### src/cp0TlbPkg.sv
package cp0TlbPkg;

  // Word addresses on the Wishbone slave.
  localparam logic [2:0] regIndex = 3'd0;
  localparam logic [2:0] regEntryLo0 = 3'd1;
  localparam logic [2:0] regEntryLo1 = 3'd2;
  localparam logic [2:0] regEntryHi = 3'd3;
  localparam logic [2:0] regCommand = 3'd4;

  // Bits of the command register.
  localparam int cmdWrite = 0;
  localparam int cmdProbe = 1;

  // Index register layout.
  localparam int idxProbeBit = 31;
  localparam int idxLo = 0;

  // EntryLo0 and EntryLo1 share one layout.
  localparam int loPfnLo = 6;
  localparam int loCLo = 3;
  localparam int loDBit = 2;
  localparam int loVBit = 1;
  localparam int loGBit = 0;

  // EntryHi layout.
  localparam int hiVpn2Lo = 13;
  localparam int hiAsidLo = 0;

endpackage

### src/tlbPkg.sv
package tlbPkg;

  // Geometry of the joint TLB.
  localparam int tlbEntries = 16;
  localparam int tlbIndexW = 4;

  // Field widths of one entry.
  localparam int vpn2W = 19;
  localparam int pfnW = 24;
  localparam int asidW = 8;
  localparam int cacheW = 3;

  // Cache attribute that makes an access bypass the cache.
  localparam logic [cacheW-1:0] cacheUncached = 3'd2;

  localparam int entryW = 86;

  // Low bit of each entry field, listed from the top of the entry down.
  localparam int c0Lo = 83;
  localparam int c1Lo = 80;
  localparam int asidLo = 72;
  localparam int gBit = 71;
  localparam int vpn2Lo = 52;
  localparam int pfn1Lo = 28;
  localparam int d1Bit = 27;
  localparam int v1Bit = 26;
  localparam int pfn0Lo = 2;
  localparam int d0Bit = 1;
  localparam int v0Bit = 0;

  // Only the low 20 PFN bits reach the 32-bit physical address.
  localparam int ppnW = 20;
  localparam int pageOffsetW = 12;

  // Virtual address bit that picks the odd page of a pair.
  localparam int oddPageBit = 12;

endpackage

### src/mmuTop.sv
`timescale 1ns/1ps

module mmuTop import tlbPkg::*; (
  input  logic        clk,
  input  logic        rst_n,
  input  logic        wbCyc,
  input  logic        wbStb,
  input  logic        wbWe,
  input  logic [2:0]  wbAdr,
  input  logic [31:0] wbDatIn,
  output logic [31:0] wbDatOut,
  output logic        wbAck,
  input  logic [31:0] insAddrVirt,
  input  logic [31:0] dataAddrVirt,
  output logic        insMiss,
  output logic        insValid,
  output logic        insDirty,
  output logic        insBypassCache,
  output logic [31:0] insAddrPhy,
  output logic        dataMiss,
  output logic        dataValid,
  output logic        dataDirty,
  output logic        dataBypassCache,
  output logic [31:0] dataAddrPhy
);

  logic [31:0]          entryHi;
  logic [31:0]          entryLo0;
  logic [31:0]          entryLo1;
  logic [tlbIndexW-1:0] writeIndex;
  logic                 tlbWrite;
  logic                 tlbProbe;
  logic                 probeMiss;
  logic [tlbIndexW-1:0] probeIndex;

  tlbRegs u_regs (
    .clk(clk), .rst_n(rst_n),
    .wbCyc(wbCyc), .wbStb(wbStb), .wbWe(wbWe), .wbAdr(wbAdr),
    .wbDatIn(wbDatIn), .wbDatOut(wbDatOut), .wbAck(wbAck),
    .entryHi(entryHi), .entryLo0(entryLo0), .entryLo1(entryLo1),
    .writeIndex(writeIndex), .tlbWrite(tlbWrite), .tlbProbe(tlbProbe),
    .probeMiss(probeMiss), .probeIndex(probeIndex)
  );

  tlb u_tlb (
    .clk(clk), .rst_n(rst_n),
    .entryHi(entryHi), .entryLo0(entryLo0), .entryLo1(entryLo1),
    .writeIndex(writeIndex), .tlbWrite(tlbWrite), .tlbProbe(tlbProbe),
    .probeMiss(probeMiss), .probeIndex(probeIndex),
    .insAddrVirt(insAddrVirt), .dataAddrVirt(dataAddrVirt),
    .insMiss(insMiss), .insValid(insValid), .insDirty(insDirty),
    .insBypassCache(insBypassCache), .insAddrPhy(insAddrPhy),
    .dataMiss(dataMiss), .dataValid(dataValid), .dataDirty(dataDirty),
    .dataBypassCache(dataBypassCache), .dataAddrPhy(dataAddrPhy)
  );

endmodule

### src/tlb.sv
`timescale 1ns/1ps

module tlb import tlbPkg::*, cp0TlbPkg::*; (
  input  logic                 clk,
  input  logic                 rst_n,
  input  logic [31:0]          entryHi,
  input  logic [31:0]          entryLo0,
  input  logic [31:0]          entryLo1,
  input  logic [tlbIndexW-1:0] writeIndex,
  input  logic                 tlbWrite,
  input  logic                 tlbProbe,
  output logic                 probeMiss,
  output logic [tlbIndexW-1:0] probeIndex,
  input  logic [31:0]          insAddrVirt,
  input  logic [31:0]          dataAddrVirt,
  output logic                 insMiss,
  output logic                 insValid,
  output logic                 insDirty,
  output logic                 insBypassCache,
  output logic [31:0]          insAddrPhy,
  output logic                 dataMiss,
  output logic                 dataValid,
  output logic                 dataDirty,
  output logic                 dataBypassCache,
  output logic [31:0]          dataAddrPhy
);

  logic [entryW-1:0]            entryMem [tlbEntries];
  logic [tlbEntries*entryW-1:0] entryFlat;
  logic [entryW-1:0]            newEntry;
  logic [asidW-1:0]             curAsid;
  logic [31:0]                  probeAddr;

  // The G bit of an entry is set only when both halves are global.
  assign newEntry = {
    entryLo0[loCLo +: cacheW],
    entryLo1[loCLo +: cacheW],
    entryHi[hiAsidLo +: asidW],
    entryLo0[loGBit] & entryLo1[loGBit],
    entryHi[hiVpn2Lo +: vpn2W],
    entryLo1[loPfnLo +: pfnW],
    entryLo1[loDBit],
    entryLo1[loVBit],
    entryLo0[loPfnLo +: pfnW],
    entryLo0[loDBit],
    entryLo0[loVBit]
  };

  always_ff @(posedge clk or negedge rst_n) begin
    if (!rst_n) begin
      for (int i = 0; i < tlbEntries; i++) begin
        entryMem[i] <= '0;
      end
    end else if (tlbWrite) begin
      entryMem[writeIndex] <= newEntry;
    end
  end

  for (genvar g = 0; g < tlbEntries; g++) begin : gFlatten
    assign entryFlat[g*entryW +: entryW] = entryMem[g];
  end

  assign curAsid = entryHi[hiAsidLo +: asidW];
  assign probeAddr = {entryHi[hiVpn2Lo +: vpn2W], {hiVpn2Lo{1'b0}}};

  tlbLookup u_insLookup (
    .entries(entryFlat), .virtAddr(insAddrVirt), .asid(curAsid),
    .miss(insMiss), .hitIndex(), .valid(insValid), .dirty(insDirty),
    .bypassCache(insBypassCache), .physAddr(insAddrPhy)
  );

  tlbLookup u_dataLookup (
    .entries(entryFlat), .virtAddr(dataAddrVirt), .asid(curAsid),
    .miss(dataMiss), .hitIndex(), .valid(dataValid), .dirty(dataDirty),
    .bypassCache(dataBypassCache), .physAddr(dataAddrPhy)
  );

  // The probe only needs to know which entry holds the pair.
  tlbLookup u_probeLookup (
    .entries(entryFlat), .virtAddr(probeAddr), .asid(curAsid),
    .miss(probeMiss), .hitIndex(probeIndex), .valid(), .dirty(),
    .bypassCache(), .physAddr()
  );

  // A probe that hits must name an entry that holds the probed page pair.
  probeHitNamesPair: assert property (@(posedge clk) disable iff (!rst_n)
    (tlbProbe && !probeMiss) |->
      (entryMem[probeIndex][vpn2Lo +: vpn2W] == entryHi[hiVpn2Lo +: vpn2W]));

endmodule

### src/tlbLookup.sv
`timescale 1ns/1ps

module tlbLookup import tlbPkg::*; (
  input  logic [tlbEntries*entryW-1:0] entries,
  input  logic [31:0]                  virtAddr,
  input  logic [asidW-1:0]             asid,
  output logic                         miss,
  output logic [tlbIndexW-1:0]         hitIndex,
  output logic                         valid,
  output logic                         dirty,
  output logic                         bypassCache,
  output logic [31:0]                  physAddr
);

  logic [entryW-1:0]     entryArr [tlbEntries];
  logic [tlbEntries-1:0] matchVec;
  logic [tlbEntries-1:0] liveVec;
  logic [tlbIndexW-1:0]  hitIdx;
  logic                  hitV;
  logic                  hitD;
  logic [cacheW-1:0]     hitC;
  logic [ppnW-1:0]       hitPpn;

  for (genvar g = 0; g < tlbEntries; g++) begin : gMatch
    assign entryArr[g] = entries[g*entryW +: entryW];
    assign matchVec[g] = (entryArr[g][vpn2Lo +: vpn2W] == virtAddr[31:32-vpn2W])
                         && (entryArr[g][gBit] || entryArr[g][asidLo +: asidW] == asid);
    assign liveVec[g] = entryArr[g][v0Bit] || entryArr[g][v1Bit];
  end

  // Scan from the top so the lowest matching entry is the one reported.
  always_comb begin
    hitIdx = '0;
    hitV = 1'b0;
    hitD = 1'b0;
    hitC = '0;
    hitPpn = '0;
    for (int i = tlbEntries - 1; i >= 0; i--) begin
      if (matchVec[i]) begin
        hitIdx = tlbIndexW'(i);
        if (virtAddr[oddPageBit]) begin
          hitV = entryArr[i][v1Bit];
          hitD = entryArr[i][d1Bit];
          hitC = entryArr[i][c1Lo +: cacheW];
          hitPpn = entryArr[i][pfn1Lo +: ppnW];
        end else begin
          hitV = entryArr[i][v0Bit];
          hitD = entryArr[i][d0Bit];
          hitC = entryArr[i][c0Lo +: cacheW];
          hitPpn = entryArr[i][pfn0Lo +: ppnW];
        end
      end
    end
  end

  assign miss = ~|matchVec;
  assign hitIndex = hitIdx;
  assign valid = hitV;
  assign dirty = hitD;
  assign bypassCache = !miss && (hitC == cacheUncached);
  assign physAddr = miss ? '0 : {hitPpn, virtAddr[pageOffsetW-1:0]};

  // Cleared entries all alias page pair zero, so only entries with a valid half
  // are required to be unique.
  always_comb begin
    noMultiHit: assert #0 ($onehot0(matchVec & liveVec))
      else $error("tlbLookup: several live entries match one address");
  end

endmodule

### src/tlbRegs.sv
`timescale 1ns/1ps

module tlbRegs import tlbPkg::*, cp0TlbPkg::*; (
  input  logic                 clk,
  input  logic                 rst_n,
  input  logic                 wbCyc,
  input  logic                 wbStb,
  input  logic                 wbWe,
  input  logic [2:0]           wbAdr,
  input  logic [31:0]          wbDatIn,
  output logic [31:0]          wbDatOut,
  output logic                 wbAck,
  output logic [31:0]          entryHi,
  output logic [31:0]          entryLo0,
  output logic [31:0]          entryLo1,
  output logic [tlbIndexW-1:0] writeIndex,
  output logic                 tlbWrite,
  output logic                 tlbProbe,
  input  logic                 probeMiss,
  input  logic [tlbIndexW-1:0] probeIndex
);

  localparam int loBitsW = loPfnLo + pfnW;

  logic                 accept;
  logic                 cmdAccept;
  logic                 probeFail;
  logic [tlbIndexW-1:0] idxBits;
  logic [loBitsW-1:0]   lo0Bits;
  logic [loBitsW-1:0]   lo1Bits;
  logic [vpn2W-1:0]     hiVpn2;
  logic [asidW-1:0]     hiAsid;
  logic [31:0]          indexWord;

  // A request is taken once; the ack cycle itself is never a new request.
  assign accept = wbCyc && wbStb && !wbAck;
  assign cmdAccept = accept && wbWe && (wbAdr == regCommand);

  always_ff @(posedge clk or negedge rst_n) begin
    if (!rst_n) begin
      wbAck <= 1'b0;
      tlbWrite <= 1'b0;
      tlbProbe <= 1'b0;
      probeFail <= 1'b0;
      idxBits <= '0;
      lo0Bits <= '0;
      lo1Bits <= '0;
      hiVpn2 <= '0;
      hiAsid <= '0;
    end else begin
      wbAck <= accept;
      tlbWrite <= cmdAccept && wbDatIn[cmdWrite];
      // A write command wins over a probe in the same word.
      tlbProbe <= cmdAccept && wbDatIn[cmdProbe] && !wbDatIn[cmdWrite];
      if (accept && wbWe) begin
        case (wbAdr)
          regIndex: idxBits <= wbDatIn[idxLo +: tlbIndexW];
          regEntryLo0: lo0Bits <= wbDatIn[loBitsW-1:0];
          regEntryLo1: lo1Bits <= wbDatIn[loBitsW-1:0];
          regEntryHi: begin
            hiVpn2 <= wbDatIn[hiVpn2Lo +: vpn2W];
            hiAsid <= wbDatIn[hiAsidLo +: asidW];
          end
          default: ;
        endcase
      end
      if (tlbProbe) begin
        probeFail <= probeMiss;
        idxBits <= probeIndex;
      end
    end
  end

  assign indexWord = {probeFail, {(idxProbeBit - tlbIndexW){1'b0}}, idxBits};
  assign entryLo0 = {{(32 - loBitsW){1'b0}}, lo0Bits};
  assign entryLo1 = {{(32 - loBitsW){1'b0}}, lo1Bits};
  assign entryHi = {hiVpn2, {(hiVpn2Lo - asidW){1'b0}}, hiAsid};
  assign writeIndex = idxBits;

  // The command register has no storage and reads as zero.
  always_comb begin
    case (wbAdr)
      regIndex: wbDatOut = indexWord;
      regEntryLo0: wbDatOut = entryLo0;
      regEntryLo1: wbDatOut = entryLo1;
      regEntryHi: wbDatOut = entryHi;
      default: wbDatOut = '0;
    endcase
  end

  ackInRequest: assert property (@(posedge clk) disable iff (!rst_n)
    wbAck |-> (wbCyc && wbStb));

  pulsesExclusive: assert property (@(posedge clk) disable iff (!rst_n)
    !(tlbWrite && tlbProbe));

  pulseOneCycle: assert property (@(posedge clk) disable iff (!rst_n)
    (tlbWrite || tlbProbe) |=> !(tlbWrite || tlbProbe));

endmodule
### config.mk
export PLATFORM = sky130hd
export DESIGN_NAME = mmuTop
export DESIGN_NICKNAME = d
export VERILOG_FILES = /design/src/cp0TlbPkg.sv /design/src/tlbPkg.sv /design/src/mmuTop.sv /design/src/tlb.sv /design/src/tlbLookup.sv /design/src/tlbRegs.sv
export SDC_FILE = /design/constraint.sdc
export NUM_CORES = 2
export LEC_CHECK = 0
export ABC_AREA = 1
export BUFFER_PORTS_ARGS = -buffer_cell sky130_fd_sc_hd__buf_2
export CAP_MARGIN = 20
export CORE_MARGIN = 2
export CORE_UTILIZATION = 30
export CTS_CLUSTER_DIAMETER = 100
export DETAILED_ROUTE_END_ITERATION = 6
export MAX_ROUTING_LAYER = met4
export SLEW_MARGIN = 20
export SYNTH_ARGS = -nofsm -noshare
export SYNTH_HDL_FRONTEND = slang
export SYNTH_SLANG_ARGS = --single-unit
### constraint.sdc
create_clock -name clk -period 3.3 [get_ports clk]
set_input_delay 0.165 -clock clk [delete_from_list [all_inputs] [get_ports clk]]
set_output_delay 0.165 -clock clk [all_outputs]
set_load 0.01 [all_outputs]
==> run summary <==
GRT
--------------------------------------------------------------------------------
GRT Total Usage                                                            0.242
Global routing usage on met2                                               0.369
Global-route wire length before repair                                 494000 µm
Number of antenna violations at the first check in global routing             27
Met3 Usage GRT                                                            0.0354
Total congestion overflow after global routing                                 0
M1 GR Usage                                                                0.313
Gr busiest metal                                                            met2
Pin count of the biggest net entering global routing                         170
Number of global-route vias before repair                                  74710

FLOORPLAN
--------------------------------------------------------------------------------
Die boundary width                                                        527 µm
Count of standard-cell rows                                                  192
Area of the die                                                       278000 µm²
Number of placed I/O pins                                                    209
Vertical die dimension                                                    527 µm
Total core area                                                       273000 µm²
Effective utilization at floorplan                                         0.301

TIMING
--------------------------------------------------------------------------------
Worst rel slew slack                                                       0.312
Final hold viol count                                                          0
Maximum frequency from static timing analysis                          0.226 GHz
Minimum setup slack in the final design                                 -1130 ps
Clock period minus worst slack                                           4430 ps
RSZ-0062 raised after global routing                                        true
# setup viols final                                                           72
Final setup skew                                                         54.8 ps
Crit share post-route                                                       1.34
Slew at the pin with the worst max-slew slack                            1030 ps
Slew Viols, Final                                                              0

POWER AND IR DROP
--------------------------------------------------------------------------------
Pwr Total                                                               45400 µW
Power per standard cell area                                          440 nW/µm²
IR Drop Worst-Case VDD                                                0.000389 V
Static leakage                                                         0.0492 µW

SYNTHESIS
--------------------------------------------------------------------------------
Warnings from Yosys                                                            0
Most frequently used cell type in the post-synthesis netlist        sky130_fd_sc_hd__nand2_1
Share of async-settable or async-resettable flops after synthesis           1.00
Yosys top cell area share                                                  0.409
Cells taking the most area after synthesis                          sky130_fd_sc_hd__dfrtp_1, sky130_fd_sc_hd__nand2_1, sky130_fd_sc_hd__o21ai_0
Distinct cell type count of the synthesized netlist                           54
Netlist area before placement                                          82200 µm²
Commonest cells in the synthesized netlist                          sky130_fd_sc_hd__nand2_1, sky130_fd_sc_hd__o21ai_0, sky130_fd_sc_hd__dfrtp_1, sky130_fd_sc_hd__inv_1, sky130_fd_sc_hd__clkbuf_1
EDFF count, synth                                                              0
Number of storage elements in the synthesis netlist                         1343
Largest area contributor in the synthesized netlist                 sky130_fd_sc_hd__dfrtp_1
Syn avg cell area                                                       7.01 µm²
Post-synthesis instance total                                              11716
Syn nets                                                                   11820
Share of synthesized area occupied by flip-flops and latches               0.409
Primary FF master, synth                                            sky130_fd_sc_hd__dfrtp_1

ROUTING
--------------------------------------------------------------------------------
Wire length after detailed routing                                     335000 µm
Number of design rule violations left after detail routing                     0
Vias after detailed routing                                                80138
Post-route ant nets                                                            0
Drt via density                                                             4.97
DR pass1 iterations                                                            7
Initial drt markers                                                         8567
Routed length per placed instance                                        20.8 µm

CLOCK NETWORK
--------------------------------------------------------------------------------
Clock Tree Buf Depth                                                           4
Worst-Skew Late Latency                                                   870 ps
CTS tree                                                                     yes
Cts bufs inserted                                                            168
# H-tree levels                                                                4
Number of clock sinks seen by CTS                                           1343
CTS clock-pin slew for the worst setup and hold paths                      60 ps
Clock root buffer                                                   sky130_fd_sc_hd__clkbuf_16

STATUS
--------------------------------------------------------------------------------
Result of the run                                                   complete, but fails checks
Failing checks                                                      setup timing

SETUP PATH
--------------------------------------------------------------------------------
Maximum fanout encountered on the critical timing path                        14
Crit path kind                                                        reg -> out
Launching element type of the critical path                            flip-flop
Critical path endpoint category                                      output port
Required @ worst endpoint                                                3130 ps
Arrival time at the worst endpoint                                       4260 ps

CELLS AND AREA
--------------------------------------------------------------------------------
Area of all sequential standard cells                                  33600 µm²
Multi-input logic area                                                 41600 µm²
Filler Cells Inserted                                                      28310
Final net count                                                            12493
Proportion of layout cells with a drive suffix above 1                     0.171
Core Util, Final                                                           0.378
Area growth from synthesis to layout                                       25.5%

PLACEMENT
--------------------------------------------------------------------------------
Final HPWL DP                                                          233000 µm
IO Port Bufs                                                                 208
Final GP Congestion                                                        0.980

JOB
--------------------------------------------------------------------------------
Maxcap violations                                                              0

MIN PATH
--------------------------------------------------------------------------------
HP Class                                                               in -> reg

[path summary, 6_finish.rpt]
check | endpoint | depth (start not counted) | slack (ps) | startpoint
min in group asynchronous | u_tlb.entryFlat[600] | 3 | 110 | rst_n
min reg2reg | u_regs.wbAck | 1 | 440 | u_regs.wbAck
max in group asynchronous | u_tlb.entryFlat[8] | 4 | 2280 | rst_n
min | u_regs.lo0Bits[2] | 5 | 40 | wbWe
max | dataAddrPhy[13] | 21 | -1130 | u_regs.hiAsid[6]
max reg2reg | u_regs.writeIndex[1] | 14 | 110 | u_regs.hiVpn2[0]
[placed cells by master (no fill, tap or decap), types with 74 or more instances in the layout]
cell	count
sky130_fd_sc_hd__nand3_1	158
sky130_fd_sc_hd__nand4_1	118
sky130_fd_sc_hd__nor2_1	418
sky130_fd_sc_hd__nand2_2	231
sky130_fd_sc_hd__nand2_1	3668
sky130_fd_sc_hd__dfrtp_1	1333
sky130_fd_sc_hd__buf_12	161
sky130_fd_sc_hd__clkbuf_16	180
sky130_fd_sc_hd__buf_2	185
sky130_fd_sc_hd__buf_4	842
sky130_fd_sc_hd__inv_1	1256
sky130_fd_sc_hd__o211ai_1	74
sky130_fd_sc_hd__buf_6	84
sky130_fd_sc_hd__o21ai_0	1987
sky130_fd_sc_hd__nor3_1	104
sky130_fd_sc_hd__xor2_1	379
sky130_fd_sc_hd__a21oi_1	278
sky130_fd_sc_hd__xnor2_1	364
[registers in the layout, summed over array words and instances, names as in the netlist]
| register | flops |
|---|---|
| u_regs.lo1Bits | 30 |
| u_regs.tlbWrite | 1 |
| u_regs.lo0Bits | 30 |
| u_regs.hiAsid | 8 |
| u_regs.probeFail | 1 |
| u_regs.tlbProbe | 1 |
| u_regs.wbAck | 1 |
| u_tlb.entryFlat | 1248 |
| u_regs.hiVpn2 | 19 |
| u_regs.writeIndex | 4 |
[cells by family (layout without fill, tap and decap cells)]
group                     Yosys count  count (layout)  synth area share
xor gates and xnor gates          763             763            0.0813
AOI/OAI and AO/OA                2518            2518             0.161
other                               0              11                 0
muxes                              20              20           0.00244
DFF                              1343            1343             0.409
and+or+nand+nor                  4921            4922             0.238
buffers and inverters            2151            2950             0.108
[critical path, cell delays in order, from the launching register on]
cell	delay (ps)
sky130_fd_sc_hd__dfrtp_1	410
sky130_fd_sc_hd__buf_12	160
sky130_fd_sc_hd__buf_6	120
sky130_fd_sc_hd__xnor2_2	120
sky130_fd_sc_hd__nand4_1	160
sky130_fd_sc_hd__o21bai_2	90
sky130_fd_sc_hd__buf_6	140
sky130_fd_sc_hd__buf_6	130
sky130_fd_sc_hd__nand2_8	110
sky130_fd_sc_hd__clkinvlp_4	150
sky130_fd_sc_hd__buf_12	170
sky130_fd_sc_hd__buf_12	150
sky130_fd_sc_hd__buf_12	120
sky130_fd_sc_hd__nor4_4	370
sky130_fd_sc_hd__nand2_1	150
sky130_fd_sc_hd__nor2_4	160
sky130_fd_sc_hd__inv_2	70
sky130_fd_sc_hd__buf_12	170
sky130_fd_sc_hd__nand2_2	90
sky130_fd_sc_hd__nor2_4	50
sky130_fd_sc_hd__buf_4	140
sky130_fd_sc_hd__buf_2	130
[cell type report]
class,instances,share of cell area
multi-input combinational,8223,0.403
sequential,1343,0.326
timing repair buffer,1346,0.123
inverter,1307,0.0486
clock buffer,241,0.0484
tap,3589,0.0435
clock inverter,56,0.00727
antenna,11,0.000267
[report_power, final]
group | leakage [µW] | internal (µW) | switching [µW] | total [µW]
registers | 0.0185 | 17000 | 620 | 17600
logic | 0.0278 | 2760 | 5470 | 8230
clock network | 0.00283 | 11800 | 7840 | 19600
[metal layers]
layer	share of wire	wire [µm]
met5	0	0
met4	0.058	19300
met3	0.078	26000
met2	0.44	149000
met1	0.42	140000
[per-stage QoR]
step                TNS, ps  hold WS, ps  std cells  instance area (µm²)  setup WS, ps
floorplan                 0         -131      11716                82200           760
global placement     -17780          115      15657                93000          -640
detailed placement   -19410          109      15657                93000          -662
CTS                  -62050         19.3      16066               102000         -1080
global route         -73030         50.5      16115               103000         -1200
finish               -65620         42.5      16116               103000         -1130
[repair_timing]
action                      CTS  global route
hold buffers                 39             0
gates cloned                 21            10
setup buffers                53            35
gates resized for setup     384           321
hold endpoints to repair   1218             0
setup endpoints to repair    72            72
pin swaps                   129           292
(Power assumes the default switching activity.)
